$ cat src/soc_pkg.sv
`default_nettype none

package soc_pkg;

	// bus widths
	localparam int ADDR_W = 32;
	localparam int DATA_W = 32;

	typedef logic [ADDR_W-1:0] addr_t;
	typedef logic [DATA_W-1:0] data_t;

	// axi response codes, only the two this port can return
	typedef enum logic [1:0] {
		RESP_OKAY   = 2'b00,
		RESP_SLVERR = 2'b10
	} resp_e;

	// peripheral window, slot number sits in addr[15:12]
	localparam addr_t APB_BASE = 32'h1fe0_0000;

	localparam logic [3:0] LED_SLOT  = 4'd0;
	localparam logic [3:0] UART_SLOT = 4'd1;
	localparam logic [3:0] INTC_SLOT = 4'd2;

	// register offsets inside a slot, addr[11:0]
	localparam logic [11:0] LED_REG_OFF      = 12'h000;
	localparam logic [11:0] UART_TXDATA_OFF  = 12'h000;
	localparam logic [11:0] UART_STATUS_OFF  = 12'h004;
	localparam logic [11:0] INTC_ENABLE_OFF  = 12'h000;
	localparam logic [11:0] INTC_PENDING_OFF = 12'h004;
	localparam logic [11:0] INTC_RAW_OFF     = 12'h008;

	// board leds
	localparam int LED_W = 4;
	// timer, i2c, uart1, uart0, flash, spi, vpwm, dma
	localparam int IRQ_W = 8;

	// axi to apb bridge
	typedef enum logic [2:0] {
		BR_IDLE,
		BR_SETUP,
		BR_ACCESS,
		BR_WRESP,
		BR_RRESP
	} bridge_state_e;

	// uart transmitter
	typedef enum logic [1:0] {
		TX_IDLE,
		TX_START,
		TX_DATA,
		TX_STOP
	} uart_state_e;

endpackage

`default_nettype wire
$ cat src/periph_top.sv
`timescale 1ns/1ps
`default_nettype none

module periph_top #(
	parameter int CLKS_PER_BIT = 16
) (
	input  logic                      clk,
	input  logic                      rst_n,
	// axi-lite slave port
	input  soc_pkg::addr_t            awaddr,
	input  logic                      awvalid,
	output logic                      awready,
	input  soc_pkg::data_t            wdata,
	input  logic                      wvalid,
	output logic                      wready,
	output soc_pkg::resp_e            bresp,
	output logic                      bvalid,
	input  logic                      bready,
	input  soc_pkg::addr_t            araddr,
	input  logic                      arvalid,
	output logic                      arready,
	output soc_pkg::data_t            rdata,
	output soc_pkg::resp_e            rresp,
	output logic                      rvalid,
	input  logic                      rready,
	// board side
	input  logic [soc_pkg::IRQ_W-1:0] irq_src,
	output logic [soc_pkg::LED_W-1:0] led,
	output logic                      tx,
	output logic                      irq
);
	import soc_pkg::*;

	// apb between bridge and mux
	logic  psel;
	logic  penable;
	logic  pwrite;
	addr_t paddr;
	data_t pwdata;
	data_t prdata;
	logic  pready;
	logic  pslverr;

	// per slave selects and returns
	logic  psel_led;
	logic  psel_uart;
	logic  psel_intc;
	data_t prdata_led;
	data_t prdata_uart;
	data_t prdata_intc;
	logic  pready_led;
	logic  pready_uart;
	logic  pready_intc;

	axi2apb_bridge bridge_i (
		.clk		(clk		),
		.rst_n		(rst_n		),
		.awaddr		(awaddr		),
		.awvalid	(awvalid	),
		.awready	(awready	),
		.wdata		(wdata		),
		.wvalid		(wvalid		),
		.wready		(wready		),
		.bresp		(bresp		),
		.bvalid		(bvalid		),
		.bready		(bready		),
		.araddr		(araddr		),
		.arvalid	(arvalid	),
		.arready	(arready	),
		.rdata		(rdata		),
		.rresp		(rresp		),
		.rvalid		(rvalid		),
		.rready		(rready		),
		.psel		(psel		),
		.penable	(penable	),
		.pwrite		(pwrite		),
		.paddr		(paddr		),
		.pwdata		(pwdata		),
		.prdata		(prdata		),
		.pready		(pready		),
		.pslverr	(pslverr	)
	);

	apb_mux mux_i (
		.psel			(psel			),
		.penable		(penable		),
		.paddr			(paddr			),
		.prdata_led		(prdata_led		),
		.prdata_uart	(prdata_uart	),
		.prdata_intc	(prdata_intc	),
		.pready_led		(pready_led		),
		.pready_uart	(pready_uart	),
		.pready_intc	(pready_intc	),
		.psel_led		(psel_led		),
		.psel_uart		(psel_uart		),
		.psel_intc		(psel_intc		),
		.prdata			(prdata			),
		.pready			(pready			),
		.pslverr		(pslverr		)
	);

	// slot 0
	led_driver led_i (
		.clk		(clk		),
		.rst_n		(rst_n		),
		.psel		(psel_led	),
		.penable	(penable	),
		.pwrite		(pwrite		),
		.paddr		(paddr		),
		.pwdata		(pwdata		),
		.prdata		(prdata_led	),
		.pready		(pready_led	),
		.led		(led		)
	);

	// slot 1, transmit only
	uart_tx #(
		.CLKS_PER_BIT	(CLKS_PER_BIT	)
	) uart_i (
		.clk		(clk		),
		.rst_n		(rst_n		),
		.psel		(psel_uart	),
		.penable	(penable	),
		.pwrite		(pwrite		),
		.paddr		(paddr		),
		.pwdata		(pwdata		),
		.prdata		(prdata_uart),
		.pready		(pready_uart),
		.tx			(tx			)
	);

	// slot 2
	int_controller intc_i (
		.clk		(clk		),
		.rst_n		(rst_n		),
		.psel		(psel_intc	),
		.penable	(penable	),
		.pwrite		(pwrite		),
		.paddr		(paddr		),
		.pwdata		(pwdata		),
		.irq_src	(irq_src	),
		.prdata		(prdata_intc),
		.pready		(pready_intc),
		.irq		(irq		)
	);

endmodule

`default_nettype wire

$ cat src/int_controller.sv
`timescale 1ns/1ps
`default_nettype none

module int_controller (
	input  logic                      clk,
	input  logic                      rst_n,
	input  logic                      psel,
	input  logic                      penable,
	input  logic                      pwrite,
	input  soc_pkg::addr_t            paddr,
	input  soc_pkg::data_t            pwdata,
	input  logic [soc_pkg::IRQ_W-1:0] irq_src,
	output soc_pkg::data_t            prdata,
	output logic                      pready,
	output logic                      irq
);
	import soc_pkg::*;

	logic [IRQ_W-1:0] enable_q;
	logic [IRQ_W-1:0] pending_q;
	logic [IRQ_W-1:0] clr;
	logic             wr_en;
	logic             irq_q;
	logic [11:0]      off;

	assign off   = paddr[11:0];
	assign wr_en = psel && penable && pwrite;

	// write one to clear pending
	assign clr = (wr_en && off == INTC_PENDING_OFF) ? pwdata[IRQ_W-1:0] : '0;

	always_ff @(posedge clk) begin
		if (!rst_n) begin
			enable_q  <= '0;
			pending_q <= '0;
			irq_q     <= 1'b0;
		end else begin
			if (wr_en && off == INTC_ENABLE_OFF)
				enable_q <= pwdata[IRQ_W-1:0];
			// a live source beats a clear in the same cycle
			pending_q <= (pending_q & ~clr) | irq_src;
			// registered, one cycle behind pending and enable
			irq_q <= |(pending_q & enable_q);
		end
	end

	assign irq = irq_q;

	// readback, raw shows the sources as they are now
	always_comb begin
		case (off)
			INTC_ENABLE_OFF: prdata = data_t'(enable_q);
			INTC_PENDING_OFF: prdata = data_t'(pending_q);
			INTC_RAW_OFF: prdata = data_t'(irq_src);
			default: prdata = '0;
		endcase
	end

	// completes in the access cycle
	assign pready = psel && penable;

endmodule

`default_nettype wire

$ cat src/uart_tx.sv
`timescale 1ns/1ps
`default_nettype none

module uart_tx #(
	parameter int CLKS_PER_BIT = 16
) (
	input  logic            clk,
	input  logic            rst_n,
	input  logic            psel,
	input  logic            penable,
	input  logic            pwrite,
	input  soc_pkg::addr_t  paddr,
	input  soc_pkg::data_t  pwdata,
	output soc_pkg::data_t  prdata,
	output logic            pready,
	output logic            tx
);
	import soc_pkg::*;

	localparam int CNT_W = (CLKS_PER_BIT > 1) ? $clog2(CLKS_PER_BIT) : 1;

	uart_state_e      state_q;
	logic [CNT_W-1:0] cnt_q;
	logic [2:0]       bit_q;
	logic [7:0]       shift_q;
	logic             tx_q;
	logic             busy;
	logic             bit_end;
	logic             wr_data;

	assign busy    = (state_q != TX_IDLE);
	assign bit_end = (cnt_q == CNT_W'(CLKS_PER_BIT - 1));
	assign wr_data = psel && penable && pwrite && (paddr[11:0] == UART_TXDATA_OFF);

	always_ff @(posedge clk) begin
		if (!rst_n) begin
			state_q <= TX_IDLE;
			cnt_q   <= '0;
			bit_q   <= '0;
			tx_q    <= 1'b1;
		end else begin
			// bit period counter
			cnt_q <= (state_q == TX_IDLE || bit_end) ? '0 : cnt_q + 1'b1;
			case (state_q)
				// writes while busy fall through here unseen
				TX_IDLE: if (wr_data) begin
					state_q <= TX_START;
					tx_q    <= 1'b0;
				end
				TX_START: if (bit_end) begin
					state_q <= TX_DATA;
					bit_q   <= '0;
					tx_q    <= shift_q[0];
				end
				// lsb first
				TX_DATA: if (bit_end) begin
					if (bit_q == 3'd7) begin
						state_q <= TX_STOP;
						tx_q    <= 1'b1;
					end else begin
						bit_q <= bit_q + 1'b1;
						tx_q  <= shift_q[1];
					end
				end
				TX_STOP: if (bit_end) state_q <= TX_IDLE;
				default: state_q <= TX_IDLE;
			endcase
		end
	end

	// data byte, loaded on accepted write, shifted per data bit
	always_ff @(posedge clk) begin
		if (state_q == TX_IDLE && wr_data)
			shift_q <= pwdata[7:0];
		else if (state_q == TX_DATA && bit_end)
			shift_q <= shift_q >> 1;
	end

	assign tx = tx_q;

	// status bit 0 is busy, txdata reads zero
	assign prdata = (paddr[11:0] == UART_STATUS_OFF) ? data_t'(busy) : '0;
	assign pready = psel && penable;

	// line idles high between frames and through the stop bit
	assert property (@(posedge clk) disable iff (!rst_n)
		(state_q == TX_IDLE || state_q == TX_STOP) |-> tx)
		else $error("uart_tx: tx low outside start or data bits");

endmodule

`default_nettype wire

$ cat src/led_driver.sv
`timescale 1ns/1ps
`default_nettype none

module led_driver (
	input  logic                      clk,
	input  logic                      rst_n,
	input  logic                      psel,
	input  logic                      penable,
	input  logic                      pwrite,
	input  soc_pkg::addr_t            paddr,
	input  soc_pkg::data_t            pwdata,
	output soc_pkg::data_t            prdata,
	output logic                      pready,
	output logic [soc_pkg::LED_W-1:0] led
);
	import soc_pkg::*;

	logic [LED_W-1:0] led_q;
	logic             hit;
	logic             wr_en;

	// single register at offset 0
	assign hit   = (paddr[11:0] == LED_REG_OFF);
	assign wr_en = psel && penable && pwrite && hit;

	// led value, updates at end of the access cycle
	always_ff @(posedge clk) begin
		if (!rst_n)
			led_q <= '0;
		else if (wr_en)
			led_q <= pwdata[LED_W-1:0];
	end

	assign led = led_q;

	// zero extended readback
	assign prdata = hit ? data_t'(led_q) : '0;

	// no wait states
	assign pready = psel && penable;

endmodule

`default_nettype wire

$ cat src/apb_mux.sv
`timescale 1ns/1ps
`default_nettype none

module apb_mux (
	input  logic            psel,
	input  logic            penable,
	input  soc_pkg::addr_t  paddr,
	input  soc_pkg::data_t  prdata_led,
	input  soc_pkg::data_t  prdata_uart,
	input  soc_pkg::data_t  prdata_intc,
	input  logic            pready_led,
	input  logic            pready_uart,
	input  logic            pready_intc,
	output logic            psel_led,
	output logic            psel_uart,
	output logic            psel_intc,
	output soc_pkg::data_t  prdata,
	output logic            pready,
	output logic            pslverr
);
	import soc_pkg::*;

	logic [3:0] slot;
	logic       mapped;

	// slot field of the window
	assign slot = paddr[15:12];

	assign psel_led  = psel && (slot == LED_SLOT);
	assign psel_uart = psel && (slot == UART_SLOT);
	assign psel_intc = psel && (slot == INTC_SLOT);

	// return path, unmapped slot answers at once with zero data
	always_comb begin
		prdata = '0;
		pready = 1'b1;
		mapped = 1'b1;
		case (slot)
			LED_SLOT: begin
				prdata = prdata_led;
				pready = pready_led;
			end
			UART_SLOT: begin
				prdata = prdata_uart;
				pready = pready_uart;
			end
			INTC_SLOT: begin
				prdata = prdata_intc;
				pready = pready_intc;
			end
			default: mapped = 1'b0;
		endcase
	end

	// error only meaningful in the access cycle
	assign pslverr = psel && penable && !mapped;

	// slave selects are exclusive
	always_comb begin
		assert final ($onehot0({psel_led, psel_uart, psel_intc}))
			else $error("apb_mux: more than one slave selected");
	end

endmodule

`default_nettype wire

$ cat src/axi2apb_bridge.sv
`timescale 1ns/1ps
`default_nettype none

module axi2apb_bridge (
	input  logic            clk,
	input  logic            rst_n,
	// axi write address
	input  soc_pkg::addr_t  awaddr,
	input  logic            awvalid,
	output logic            awready,
	// axi write data
	input  soc_pkg::data_t  wdata,
	input  logic            wvalid,
	output logic            wready,
	// axi write response
	output soc_pkg::resp_e  bresp,
	output logic            bvalid,
	input  logic            bready,
	// axi read address
	input  soc_pkg::addr_t  araddr,
	input  logic            arvalid,
	output logic            arready,
	// axi read data
	output soc_pkg::data_t  rdata,
	output soc_pkg::resp_e  rresp,
	output logic            rvalid,
	input  logic            rready,
	// apb master side
	output logic            psel,
	output logic            penable,
	output logic            pwrite,
	output soc_pkg::addr_t  paddr,
	output soc_pkg::data_t  pwdata,
	input  soc_pkg::data_t  prdata,
	input  logic            pready,
	input  logic            pslverr
);
	import soc_pkg::*;

	bridge_state_e state_q;
	bridge_state_e state_d;
	logic          aw_hs;
	logic          ar_hs;
	logic          write_q;
	addr_t         addr_q;
	data_t         wdata_q;
	data_t         rdata_q;
	resp_e         resp_q;

	// aw and w accepted together, write wins a tie with ar
	assign awready = (state_q == BR_IDLE) && awvalid && wvalid;
	assign wready  = awready;
	assign arready = (state_q == BR_IDLE) && !(awvalid && wvalid);
	assign aw_hs   = awvalid && awready;
	assign ar_hs   = arvalid && arready;

	always_comb begin
		state_d = state_q;
		case (state_q)
			BR_IDLE: if (aw_hs || ar_hs) state_d = BR_SETUP;
			BR_SETUP: state_d = BR_ACCESS;
			// every slave finishes here, pready kept for protocol
			BR_ACCESS: if (pready) state_d = write_q ? BR_WRESP : BR_RRESP;
			BR_WRESP: if (bready) state_d = BR_IDLE;
			BR_RRESP: if (rready) state_d = BR_IDLE;
			default: state_d = BR_IDLE;
		endcase
	end

	always_ff @(posedge clk) begin
		if (!rst_n) begin
			state_q <= BR_IDLE;
			write_q <= 1'b0;
		end else begin
			state_q <= state_d;
			if (aw_hs)
				write_q <= 1'b1;
			else if (ar_hs)
				write_q <= 1'b0;
		end
	end

	// request and response payload
	always_ff @(posedge clk) begin
		if (aw_hs) begin
			addr_q  <= awaddr;
			wdata_q <= wdata;
		end else if (ar_hs) begin
			addr_q <= araddr;
		end
		if (state_q == BR_ACCESS && pready) begin
			resp_q <= pslverr ? RESP_SLVERR : RESP_OKAY;
			if (!write_q)
				rdata_q <= prdata;
		end
	end

	// apb side decoded from state
	assign psel    = (state_q == BR_SETUP) || (state_q == BR_ACCESS);
	assign penable = (state_q == BR_ACCESS);
	assign pwrite  = write_q;
	assign paddr   = addr_q;
	assign pwdata  = wdata_q;

	// axi responses
	assign bvalid = (state_q == BR_WRESP);
	assign bresp  = resp_q;
	assign rvalid = (state_q == BR_RRESP);
	assign rresp  = resp_q;
	assign rdata  = rdata_q;

	// access always preceded by a selected cycle, setup or stalled access
	assert property (@(posedge clk) disable iff (!rst_n) penable |-> psel && $past(psel))
		else $error("axi2apb_bridge: penable without setup");

	// one transfer in flight, so never both responses
	assert property (@(posedge clk) disable iff (!rst_n) !(bvalid && rvalid))
		else $error("axi2apb_bridge: bvalid and rvalid together");

endmodule

`default_nettype wire

$ cat config.mk
export PLATFORM = sky130hd
export DESIGN_NAME = periph_top
export DESIGN_NICKNAME = d
export VERILOG_FILES = /design/src/soc_pkg.sv /design/src/periph_top.sv /design/src/int_controller.sv /design/src/uart_tx.sv /design/src/led_driver.sv /design/src/apb_mux.sv /design/src/axi2apb_bridge.sv
export SDC_FILE = /design/constraint.sdc
export NUM_CORES = 1
export LEC_CHECK = 0
export ABC_AREA = 1
export BUFFER_PORTS_ARGS = -buffer_cell sky130_fd_sc_hd__buf_2
export CORE_ASPECT_RATIO = 0.8
export CORE_MARGIN = 2
export CORE_UTILIZATION = 49
export CTS_CLUSTER_SIZE = 12
export DETAILED_ROUTE_END_ITERATION = 10
export PLACE_DENSITY = 0.81
export SETUP_SLACK_MARGIN = 0.2
export SLEW_MARGIN = 5
export SYNTH_ARGS = -nofsm -noshare
export SYNTH_HDL_FRONTEND = slang
export SYNTH_SLANG_ARGS = --single-unit
export TNS_END_PERCENT = 5
$ cat constraint.sdc
create_clock -name clk -period 2.2 [get_ports clk]
set_input_delay 0.22 -clock clk [delete_from_list [all_inputs] [get_ports clk]]
set_output_delay 0.22 -clock clk [all_outputs]
set_load 0.005 [all_outputs]
==> results of run 1 <==
==> per-stage QoR <==
stage	power, µW	utilization (%)	hold WS, ps	area, µm²
after floorplan	2410	-	319	3960
after global placement	2570	56.3	400	4240
after detailed placement	2630	56.3	398	4240
after CTS	4000	59.8	35.7	4500
after global routing	4190	59.8	20.3	4500
final	3980	59.8	46.8	4500
==> cells in the mapped netlist (all sizes together) <==
| library cell | count | area share (%) |
|---|---|---|
| nand2 | 128 | 13 |
| inv | 56 | 5.4 |
| nor2 | 42 | 6.5 |
| edfxtp | 41 | 32 |
| dfxtp | 35 | 18 |
| buf | 33 | 6.4 |
| a21oi | 30 | 4.1 |
| o21ai | 26 | 4.2 |
| nand3 | 17 | 2.8 |
| ha | 7 | 2.3 |
| nand4 | 5 | 0.81 |
| nor3 | 3 | 0.52 |
| o21a | 3 | 0.58 |
| a221oi | 2 | 0.45 |
| a31oi | 2 | 0.49 |
| clkbuf | 2 | 0.19 |
| o211ai | 2 | 0.39 |
| o22ai | 2 | 0.32 |
| a211oi | 1 | 0.19 |
| a31o | 1 | 0.23 |
| clkinv | 1 | 0.13 |
| conb | 1 | 0.097 |
| nor4 | 1 | 0.16 |
| o31ai | 1 | 0.19 |
| or2 | 1 | 0.16 |
| xnor2 | 1 | 0.23 |
==> cell families (layout without fill, tap and decap cells) <==
kind of cell,Yosys count,after routing,share of synthesized area [%]
AOI/OAI and AO/OA,70,70,11.2
xor gates and xnor gates,1,1,0.227
adders and majority gates,7,7,2.27
buffers and inverters,92,152,12.2
DFF,76,76,50.0
other,1,26,0.0971
and+or+nand+nor,197,197,24.1
==> placed cells by master (no fill, tap or decap), types with 2 or more instances in the layout <==
cell type	netlist	layout
sky130_fd_sc_hd__o211ai_1	2	2
sky130_fd_sc_hd__edfxtp_1	41	41
sky130_fd_sc_hd__a221oi_1	2	2
sky130_fd_sc_hd__nand2_4	2	2
sky130_fd_sc_hd__nor3_1	2	2
sky130_fd_sc_hd__ha_1	7	7
sky130_fd_sc_hd__o22ai_1	2	2
sky130_fd_sc_hd__buf_4	28	4
sky130_fd_sc_hd__buf_2	3	75
sky130_fd_sc_hd__clkbuf_8	0	9
sky130_fd_sc_hd__a21oi_2	2	2
sky130_fd_sc_hd__inv_1	51	51
sky130_fd_sc_hd__bufinv_16	0	4
sky130_fd_sc_hd__nand4_1	5	5
sky130_fd_sc_hd__nand3_4	2	2
sky130_fd_sc_hd__nor2_8	2	2
sky130_fd_sc_hd__inv_2	5	5
sky130_fd_sc_hd__o21ai_0	15	15
sky130_fd_sc_hd__nor2_2	3	3
sky130_fd_sc_hd__nand3_1	15	15
sky130_fd_sc_hd__dfxtp_1	35	35
sky130_fd_sc_hd__conb_1	1	26
sky130_fd_sc_hd__nor2_1	30	30
sky130_fd_sc_hd__o21ai_1	2	2
sky130_fd_sc_hd__nor2_4	7	7
sky130_fd_sc_hd__nand2_2	4	4
sky130_fd_sc_hd__o21ai_2	9	9
sky130_fd_sc_hd__o21a_1	3	3
sky130_fd_sc_hd__nand2_1	122	122
sky130_fd_sc_hd__a21oi_1	28	28
==> area by class of cell <==
class | instances | area (µm²)
fillers | 661 | 3030
flip-flops and latches | 76 | 1930
multi-input cells | 301 | 1560
repair buffers | 79 | 405
inverters | 57 | 215
clock inverters | 6 | 136
well taps | 105 | 131
clock buffers | 10 | 128
==> per-layer routing <==
| metal | global-route usage [%] | routed length (µm) | share of wire, % |
|---|---|---|---|
| met1 | 22.3 | 3140 | 41 |
| met2 | 31.6 | 3780 | 49 |
| met3 | 6.40 | 653 | 8.5 |
| met4 | 6.46 | 133 | 1.7 |
| met5 | 0 | 0 | 0 |
==> registers in the layout, indices dropped and copies added, names as in the netlist, 2 cells and up <==
signal / flops
bridge_i.state_q: 3
uart_i.shift_q: 8
uart_i.cnt_q: 4
uart_i.state_q: 2
bridge_i.rdata: 8
bridge_i.pwdata: 8
intc_i.pending_q: 8
led_i.led: 4
bridge_i.paddr: 16
intc_i.enable_q: 8
uart_i.bit_q: 3
==> power by group through the flow <==
| stage | registers [µW] | logic (µW) | clock network (µW) |
|---|---|---|---|
| final | 1780 | 816 | 1380 |
| after CTS | 1780 | 819 | 1400 |
| after detailed placement | 1810 | 815 | 0 |
| after global routing | 1790 | 937 | 1460 |
| after floorplan | 1790 | 619 | 0 |
| after global placement | 1800 | 768 | 0 |
==> path summary, 6_finish.rpt <==
check                           slack (ps)  cells past startpoint                  to
worst max-delay path                   450                      9   uart_i.shift_q[3]
worst min register to register         450                      1     uart_i.cnt_q[0]
worst min-delay path                    50                      1  bridge_i.pwdata[4]
worst max register to register         450                      9   uart_i.shift_q[3]
==> worst reg2reg max path, delay by kind of cell (launching register included) <==
| family | cells | cell delay, ps |
|---|---|---|
| DFF | 1 | 400 |
| buffers and inverters | 3 | 400 |
| AOI/OAI and AO/OA | 1 | 50 |
| and+or+nand+nor | 5 | 670 |
==> flow_results.xml, run 1 <==
<?xml version="1.0" encoding="UTF-8"?>
<metrics>
  <group name="synth">
    <metric name="yosysSeqAreaShare" unit="%">50.0</metric>
    <metric name="synthesis.area_per_instance" unit="µm²">8.70</metric>
    <metric name="synth.yosys.warnings" unit="">0</metric>
    <metric name="seq_cells_post_synth" unit="">76</metric>
    <metric name="post_synth_num_cell_types" unit="">40</metric>
    <metric name="syn-cell-area" unit="µm²">3860</metric>
    <metric name="synthCells" unit="">444</metric>
  </group>
  <group name="grt">
    <metric name="grt_antenna_before_repair" unit="">0</metric>
    <metric name="grt_pass1_wl" unit="mm">12.7</metric>
    <metric name="global_route.overflow_total" unit="">0</metric>
    <metric name="largest_net_degree_at_the_start_of_global_routing" unit="">21</metric>
    <metric name="grt.total_usage" unit="%">18.8</metric>
    <metric name="first_global_vias" unit="">2975</metric>
  </group>
  <group name="cts">
    <metric name="clk-insertion-delay-late" unit="ps">340</metric>
    <metric name="post_cts_hold_buffer_count" unit="">0</metric>
    <metric name="clock_sinks" unit="">76</metric>
    <metric name="cts_resized" unit="">0</metric>
    <metric name="numCtsBuffers" unit="">9</metric>
    <metric name="clock_root_buffer_master" unit="">sky130_fd_sc_hd__clkbuf_8</metric>
    <metric name="cts_buffer_depth" unit="">2</metric>
    <metric name="cts.clk_slew.worst_paths" unit="ps">80</metric>
    <metric name="clock_tree_from_tritoncts" unit="">yes</metric>
    <metric name="cts_setup_buffers" unit="">0</metric>
    <metric name="htree_levels" unit="">3</metric>
  </group>
  <group name="min_path">
    <metric name="timing.hold.worst.class" unit="">in2reg</metric>
    <metric name="hp-start" unit="">wdata[4]</metric>
  </group>
  <group name="pwr">
    <metric name="vdd.ir_drop.worst" unit="mV">0.393</metric>
    <metric name="p_sw_share" unit="%">28.8</metric>
    <metric name="p_comb_share" unit="%">20.5</metric>
    <metric name="cell_internal_power" unit="µW">2830</metric>
    <metric name="power.sequential.fraction" unit="%">44.7</metric>
    <metric name="fraction_of_power_consumed_by_the_clock_network" unit="%">34.8</metric>
    <metric name="cellPowerDensity" unit="nW/µm²">883</metric>
    <metric name="reported_net_switching_power" unit="µW">1150</metric>
    <metric name="cellLeakagePower" unit="µW">0.00211</metric>
  </group>
  <group name="setup_path">
    <metric name="worst_path_dominant_cell_family" unit="">simple AND/OR/NAND/NOR gates</metric>
    <metric name="worstReg2RegStart" unit="">bridge_i.paddr[8]</metric>
    <metric name="startpoint_type" unit="">register</metric>
    <metric name="cp_dominant_cell_by_count" unit="">sky130_fd_sc_hd__nand2_1</metric>
    <metric name="crit_chain" unit="">inv_2, nand2_1, nor2_4, nand2_4, clkinv_2, nand3_4, buf_4, nand2_1, o21ai_2</metric>
    <metric name="critical_path.max_stage_delay" unit="ps">400</metric>
    <metric name="crit_fanout" unit="">15</metric>
    <metric name="timing.critical_path.buf_inv" unit="">3</metric>
    <metric name="critPathSlowestCell" unit="">sky130_fd_sc_hd__edfxtp_1</metric>
    <metric name="timing.critical_path.arrival" unit="ps">1850</metric>
    <metric name="worstSetupStartpoint" unit="">bridge_i.paddr[8]</metric>
    <metric name="worst-setup-path-type" unit="">reg2reg</metric>
    <metric name="required" unit="ps">2300</metric>
    <metric name="cp-end-kind" unit="">register</metric>
  </group>
  <group name="floorplanning">
    <metric name="dieHeight" unit="µm">83.4</metric>
    <metric name="dieArea" unit="µm²">8620</metric>
    <metric name="core_region_area" unit="µm²">7530</metric>
    <metric name="chipWidth" unit="µm">103</metric>
    <metric name="pin_count" unit="">158</metric>
    <metric name="initial_cell_density_of_the_core" unit="%">51.3</metric>
    <metric name="row_count" unit="">28</metric>
  </group>
  <group name="detailed_routing">
    <metric name="detailed_route_drc_error_count" unit="">0</metric>
    <metric name="post_drt_wl_per_cell" unit="µm">12.1</metric>
    <metric name="route.antenna.remaining_nets" unit="">0</metric>
    <metric name="route.final.wire_length" unit="mm">7.70</metric>
    <metric name="detail_route.vias_per_cell" unit="">4.81</metric>
    <metric name="detail_route.first_pass.iterations" unit="">4</metric>
    <metric name="drt-initial-drc-count" unit="">129</metric>
    <metric name="routed-via-count" unit="">3048</metric>
  </group>
  <group name="cells_and_area">
    <metric name="n_antenna_cell" unit="">0</metric>
    <metric name="num-nets-final" unit="">642</metric>
    <metric name="final-instance-count-excl-fill" unit="">634</metric>
    <metric name="synthToLayoutAreaGrowth" unit="%">16.5</metric>
    <metric name="final_layout_size_suffix_gt1_share" unit="%">25.5</metric>
  </group>
  <group name="timing">
    <metric name="achievable-frequency" unit="MHz">572</metric>
    <metric name="final.period_utilization" unit="%">79.4</metric>
    <metric name="fin_tns_setup" unit="ps">0</metric>
    <metric name="fin_worst_skew" unit="ps">6.80</metric>
    <metric name="finalHoldViolCount" unit="">0</metric>
    <metric name="post-route-min-period" unit="ps">1750</metric>
    <metric name="report.final.slew_viol_count" unit="">0</metric>
    <metric name="setup_repair_after_global_routing_missed_its_margin" unit="">false</metric>
    <metric name="final_critical_path_setup_slack" unit="ps">452</metric>
    <metric name="finalSetupViolCount" unit="">0</metric>
  </group>
  <group name="placed_design">
    <metric name="placement.io_buffers" unit="">75</metric>
    <metric name="dpl.cell_count" unit="">618</metric>
    <metric name="post-dp-hpwl" unit="mm">6.08</metric>
    <metric name="dp_slack" unit="ps">461</metric>
    <metric name="gp_congestion" unit="">0.840</metric>
  </group>
  <group name="flow_run">
    <metric name="maxCapViolations" unit="">0</metric>
  </group>
  <group name="outcome">
    <metric name="status" unit="">finished, final reports clean</metric>
  </group>
</metrics>
(Power assumes the default switching activity.)
==> inputs of run 2 (changes only) <==
==> constraint.sdc (replaced) <==
create_clock -name clk -period 1.7 [get_ports clk]
set_input_delay 0.17 -clock clk [delete_from_list [all_inputs] [get_ports clk]]
set_output_delay 0.17 -clock clk [all_outputs]
set_load 0.005 [all_outputs]
==> run 2 against run 1 <==
  * Count of clock-buffer cells in the layout stayed put
  * Non-clock buffer count up 29
  * Flip-flop and latch count unchanged
  * Critical path type unchanged
  * Largest power group unchanged
==> flow_results.xml, run 2 (same netlist as run 1, synthesis figures left out) <==
<?xml version="1.0" encoding="UTF-8"?>
<metrics>
  <group name="cts">
    <metric name="htree_levels" unit="">3</metric>
    <metric name="cts_buffer_depth" unit="">2</metric>
    <metric name="cts.clk_slew.worst_paths" unit="ps">90</metric>
    <metric name="clock_root_buffer_master" unit="">sky130_fd_sc_hd__clkbuf_8</metric>
    <metric name="clock_tree_from_tritoncts" unit="">yes</metric>
    <metric name="clk-insertion-delay-late" unit="ps">370</metric>
    <metric name="numCtsBuffers" unit="">9</metric>
    <metric name="clock_sinks" unit="">76</metric>
  </group>
  <group name="cells_and_area">
    <metric name="final_util" unit="%">64.3</metric>
    <metric name="post-route-cell-area" unit="µm²">4840</metric>
    <metric name="num-nets-final" unit="">673</metric>
    <metric name="final_layout_size_suffix_gt1_share" unit="%">31.8</metric>
    <metric name="n_antenna_cell" unit="">0</metric>
    <metric name="filler_cell_count" unit="">606</metric>
    <metric name="largest_register_ffs" unit="">16</metric>
    <metric name="final-seq-area" unit="µm²">1940</metric>
    <metric name="synthToLayoutAreaGrowth" unit="%">25.4</metric>
    <metric name="most_frequent_cells_in_the_layout" unit="">sky130_fd_sc_hd__nand2_1, sky130_fd_sc_hd__buf_2, sky130_fd_sc_hd__inv_1</metric>
    <metric name="mostFrequentLayoutCell" unit="">sky130_fd_sc_hd__nand2_1</metric>
    <metric name="final-instance-count-excl-fill" unit="">665</metric>
    <metric name="multiInputGateArea" unit="µm²">1700</metric>
  </group>
  <group name="pwr">
    <metric name="vdd.ir_drop.worst" unit="mV">0.690</metric>
    <metric name="cellPowerDensity" unit="nW/µm²">1010</metric>
    <metric name="cellLeakagePower" unit="µW">0.00223</metric>
    <metric name="total_power" unit="µW">4880</metric>
  </group>
  <group name="setup_path">
    <metric name="startpoint_type" unit="">register</metric>
    <metric name="crit_fanout" unit="">3</metric>
    <metric name="worstReg2RegStart" unit="">bridge_i.paddr[13]</metric>
    <metric name="worst_flop_to_flop_path_endpoint" unit="">bridge_i.rdata[0]</metric>
    <metric name="cp-end-kind" unit="">register</metric>
    <metric name="worst_r2r_path_depth" unit="">9</metric>
    <metric name="required" unit="ps">1820</metric>
    <metric name="timing.critical_path.arrival" unit="ps">1760</metric>
    <metric name="worst-setup-path-type" unit="">reg2reg</metric>
    <metric name="setup.reg_to_reg.worst_slack" unit="ps">70</metric>
  </group>
  <group name="grt">
    <metric name="first_global_vias" unit="">3087</metric>
    <metric name="grt.total_usage" unit="%">21.0</metric>
    <metric name="grt_antenna_before_repair" unit="">0</metric>
    <metric name="global_route.overflow_total" unit="">0</metric>
    <metric name="largest_net_degree_at_the_start_of_global_routing" unit="">18</metric>
    <metric name="grt_pass1_wl" unit="mm">13.8</metric>
  </group>
  <group name="timing">
    <metric name="finalHoldViolCount" unit="">0</metric>
    <metric name="achievable-frequency" unit="MHz">613</metric>
    <metric name="final_critical_path_setup_slack" unit="ps">68.2</metric>
    <metric name="finalSetupViolCount" unit="">0</metric>
    <metric name="post-route-min-period" unit="ps">1630</metric>
    <metric name="final.period_utilization" unit="%">96.0</metric>
    <metric name="report.final.slew_viol_count" unit="">0</metric>
    <metric name="fin_worst_skew" unit="ps">10.6</metric>
    <metric name="setup_repair_after_global_routing_missed_its_margin" unit="">true</metric>
  </group>
  <group name="detailed_routing">
    <metric name="routedLengthMet1" unit="mm">3.63</metric>
    <metric name="route.final.wire_length" unit="mm">8.80</metric>
    <metric name="maxUsedRoutingLayer" unit="">met4</metric>
    <metric name="met3_length" unit="µm">622</metric>
    <metric name="detail_route.first_pass.iterations" unit="">5</metric>
    <metric name="route.met2.wl" unit="mm">4.38</metric>
    <metric name="detailed_route_drc_error_count" unit="">0</metric>
    <metric name="routed-via-count" unit="">3244</metric>
    <metric name="detail_route.vias_per_cell" unit="">4.88</metric>
    <metric name="post_drt_wl_per_cell" unit="µm">13.2</metric>
    <metric name="drt-initial-drc-count" unit="">198</metric>
    <metric name="route.antenna.remaining_nets" unit="">0</metric>
  </group>
  <group name="floorplanning">
    <metric name="initial_cell_density_of_the_core" unit="%">51.3</metric>
    <metric name="dieArea" unit="µm²">8620</metric>
    <metric name="dieHeight" unit="µm">83.4</metric>
    <metric name="pin_count" unit="">158</metric>
    <metric name="core_region_area" unit="µm²">7530</metric>
    <metric name="row_count" unit="">28</metric>
    <metric name="chipWidth" unit="µm">103</metric>
  </group>
  <group name="placed_design">
    <metric name="dp_slack" unit="ps">58.8</metric>
    <metric name="gp_congestion" unit="">0.823</metric>
    <metric name="placement.io_buffers" unit="">75</metric>
    <metric name="post-dp-hpwl" unit="mm">6.02</metric>
    <metric name="dpl.cell_count" unit="">624</metric>
    <metric name="post_dp_cell_area" unit="µm²">4310</metric>
  </group>
  <group name="flow_run">
    <metric name="maxCapViolations" unit="">0</metric>
  </group>
  <group name="min_path">
    <metric name="holdPathEnd" unit="">intc_i.pending_q[2]</metric>
    <metric name="min_path_cells" unit="">3</metric>
    <metric name="hp-start" unit="">irq_src[2]</metric>
    <metric name="timing.hold.worst.class" unit="">in2reg</metric>
  </group>
  <group name="outcome">
    <metric name="status" unit="">finished, final reports clean</metric>
  </group>
</metrics>
-- run 2: cell types whose count changed in the layout (fill, tap and decap cells not counted), moves of 4 or more --
cell	change
sky130_fd_sc_hd__buf_4	+18
sky130_fd_sc_hd__bufinv_16	-4
sky130_fd_sc_hd__a21oi_1	-4
sky130_fd_sc_hd__nand2_1	-6
sky130_fd_sc_hd__dlygate4sd3_1	+8
sky130_fd_sc_hd__nand2_2	+4
-- run 2: how the worst max path moves through the flow --
stage                             start           endpoint  slack, ps  cells after the start
global placement      bridge_i.paddr[1]  uart_i.shift_q[3]         90                      8
floorplan             bridge_i.paddr[7]  uart_i.shift_q[0]        140                      8
finish               bridge_i.paddr[13]  bridge_i.rdata[0]         70                      9
CTS                 bridge_i.state_q[0]            arready        100                      4
global route         bridge_i.paddr[13]  bridge_i.rdata[0]        -20                      9
detailed placement    bridge_i.paddr[7]  uart_i.shift_q[4]         60                      7
-- run 2: power by group --
| part | leakage (µW) | switching (µW) | internal (µW) |
|---|---|---|---|
| Combinational | 0.00147 | 774 | 455 |
| Clock | 0.0000921 | 714 | 625 |
| Sequential | 0.000663 | 140 | 2170 |
| Total | 0.00223 | 1630 | 3260 |
-- run 2: timing repair --
| item | 4_1_cts | 5_1_grt |
|---|---|---|
| pin swaps | 8 | 16 |
| cloned | 2 | 0 |
| resized for setup | 8 | 20 |
| hold buffers | 8 | 0 |
| setup buffers | 7 | 8 |
| endpoints found under the hold margin | 8 | 0 |
| endpoints found under the setup margin | 44 | 70 |
-- run 2: per-layer routing --
layer,vias to the layer above,global-route usage (%)
met5,-,0
met4,0,8.01
met3,13,8.00
met2,123,34.7
met1,1493,24.5
li1,1615,-
-- run 2: area by class of cell --
class	instances	share of cell area, %
Clock buffer	10	3.07
Clock inverter	6	0.930
Inverter	57	4.52
Multi-Input combinational cell	303	35.1
Sequential cell	76	40.0
Tap cell	105	2.71
Timing Repair Buffer	108	13.7
-- run 2: worst max-delay path, stage by stage (launching register included) --
cell,delay [ps]
sky130_fd_sc_hd__edfxtp_1,420
sky130_fd_sc_hd__buf_4,170
sky130_fd_sc_hd__nand3_2,80
sky130_fd_sc_hd__inv_2,60
sky130_fd_sc_hd__buf_4,130
sky130_fd_sc_hd__nand2_1,70
sky130_fd_sc_hd__o21ai_0,130
sky130_fd_sc_hd__nand2_1,90
sky130_fd_sc_hd__nand2_1,50
sky130_fd_sc_hd__o21a_1,190
-- run 2: per-stage QoR --
step | hold slack, ps | setup TNS [ps]
3_3_place_gp | 350 | 0
6_report | 54.5 | 0
2_1_floorplan | 269 | 0
5_1_grt | 54.2 | -16.4
3_5_place_dp | 349 | 0
4_1_cts | 30.3 | 0
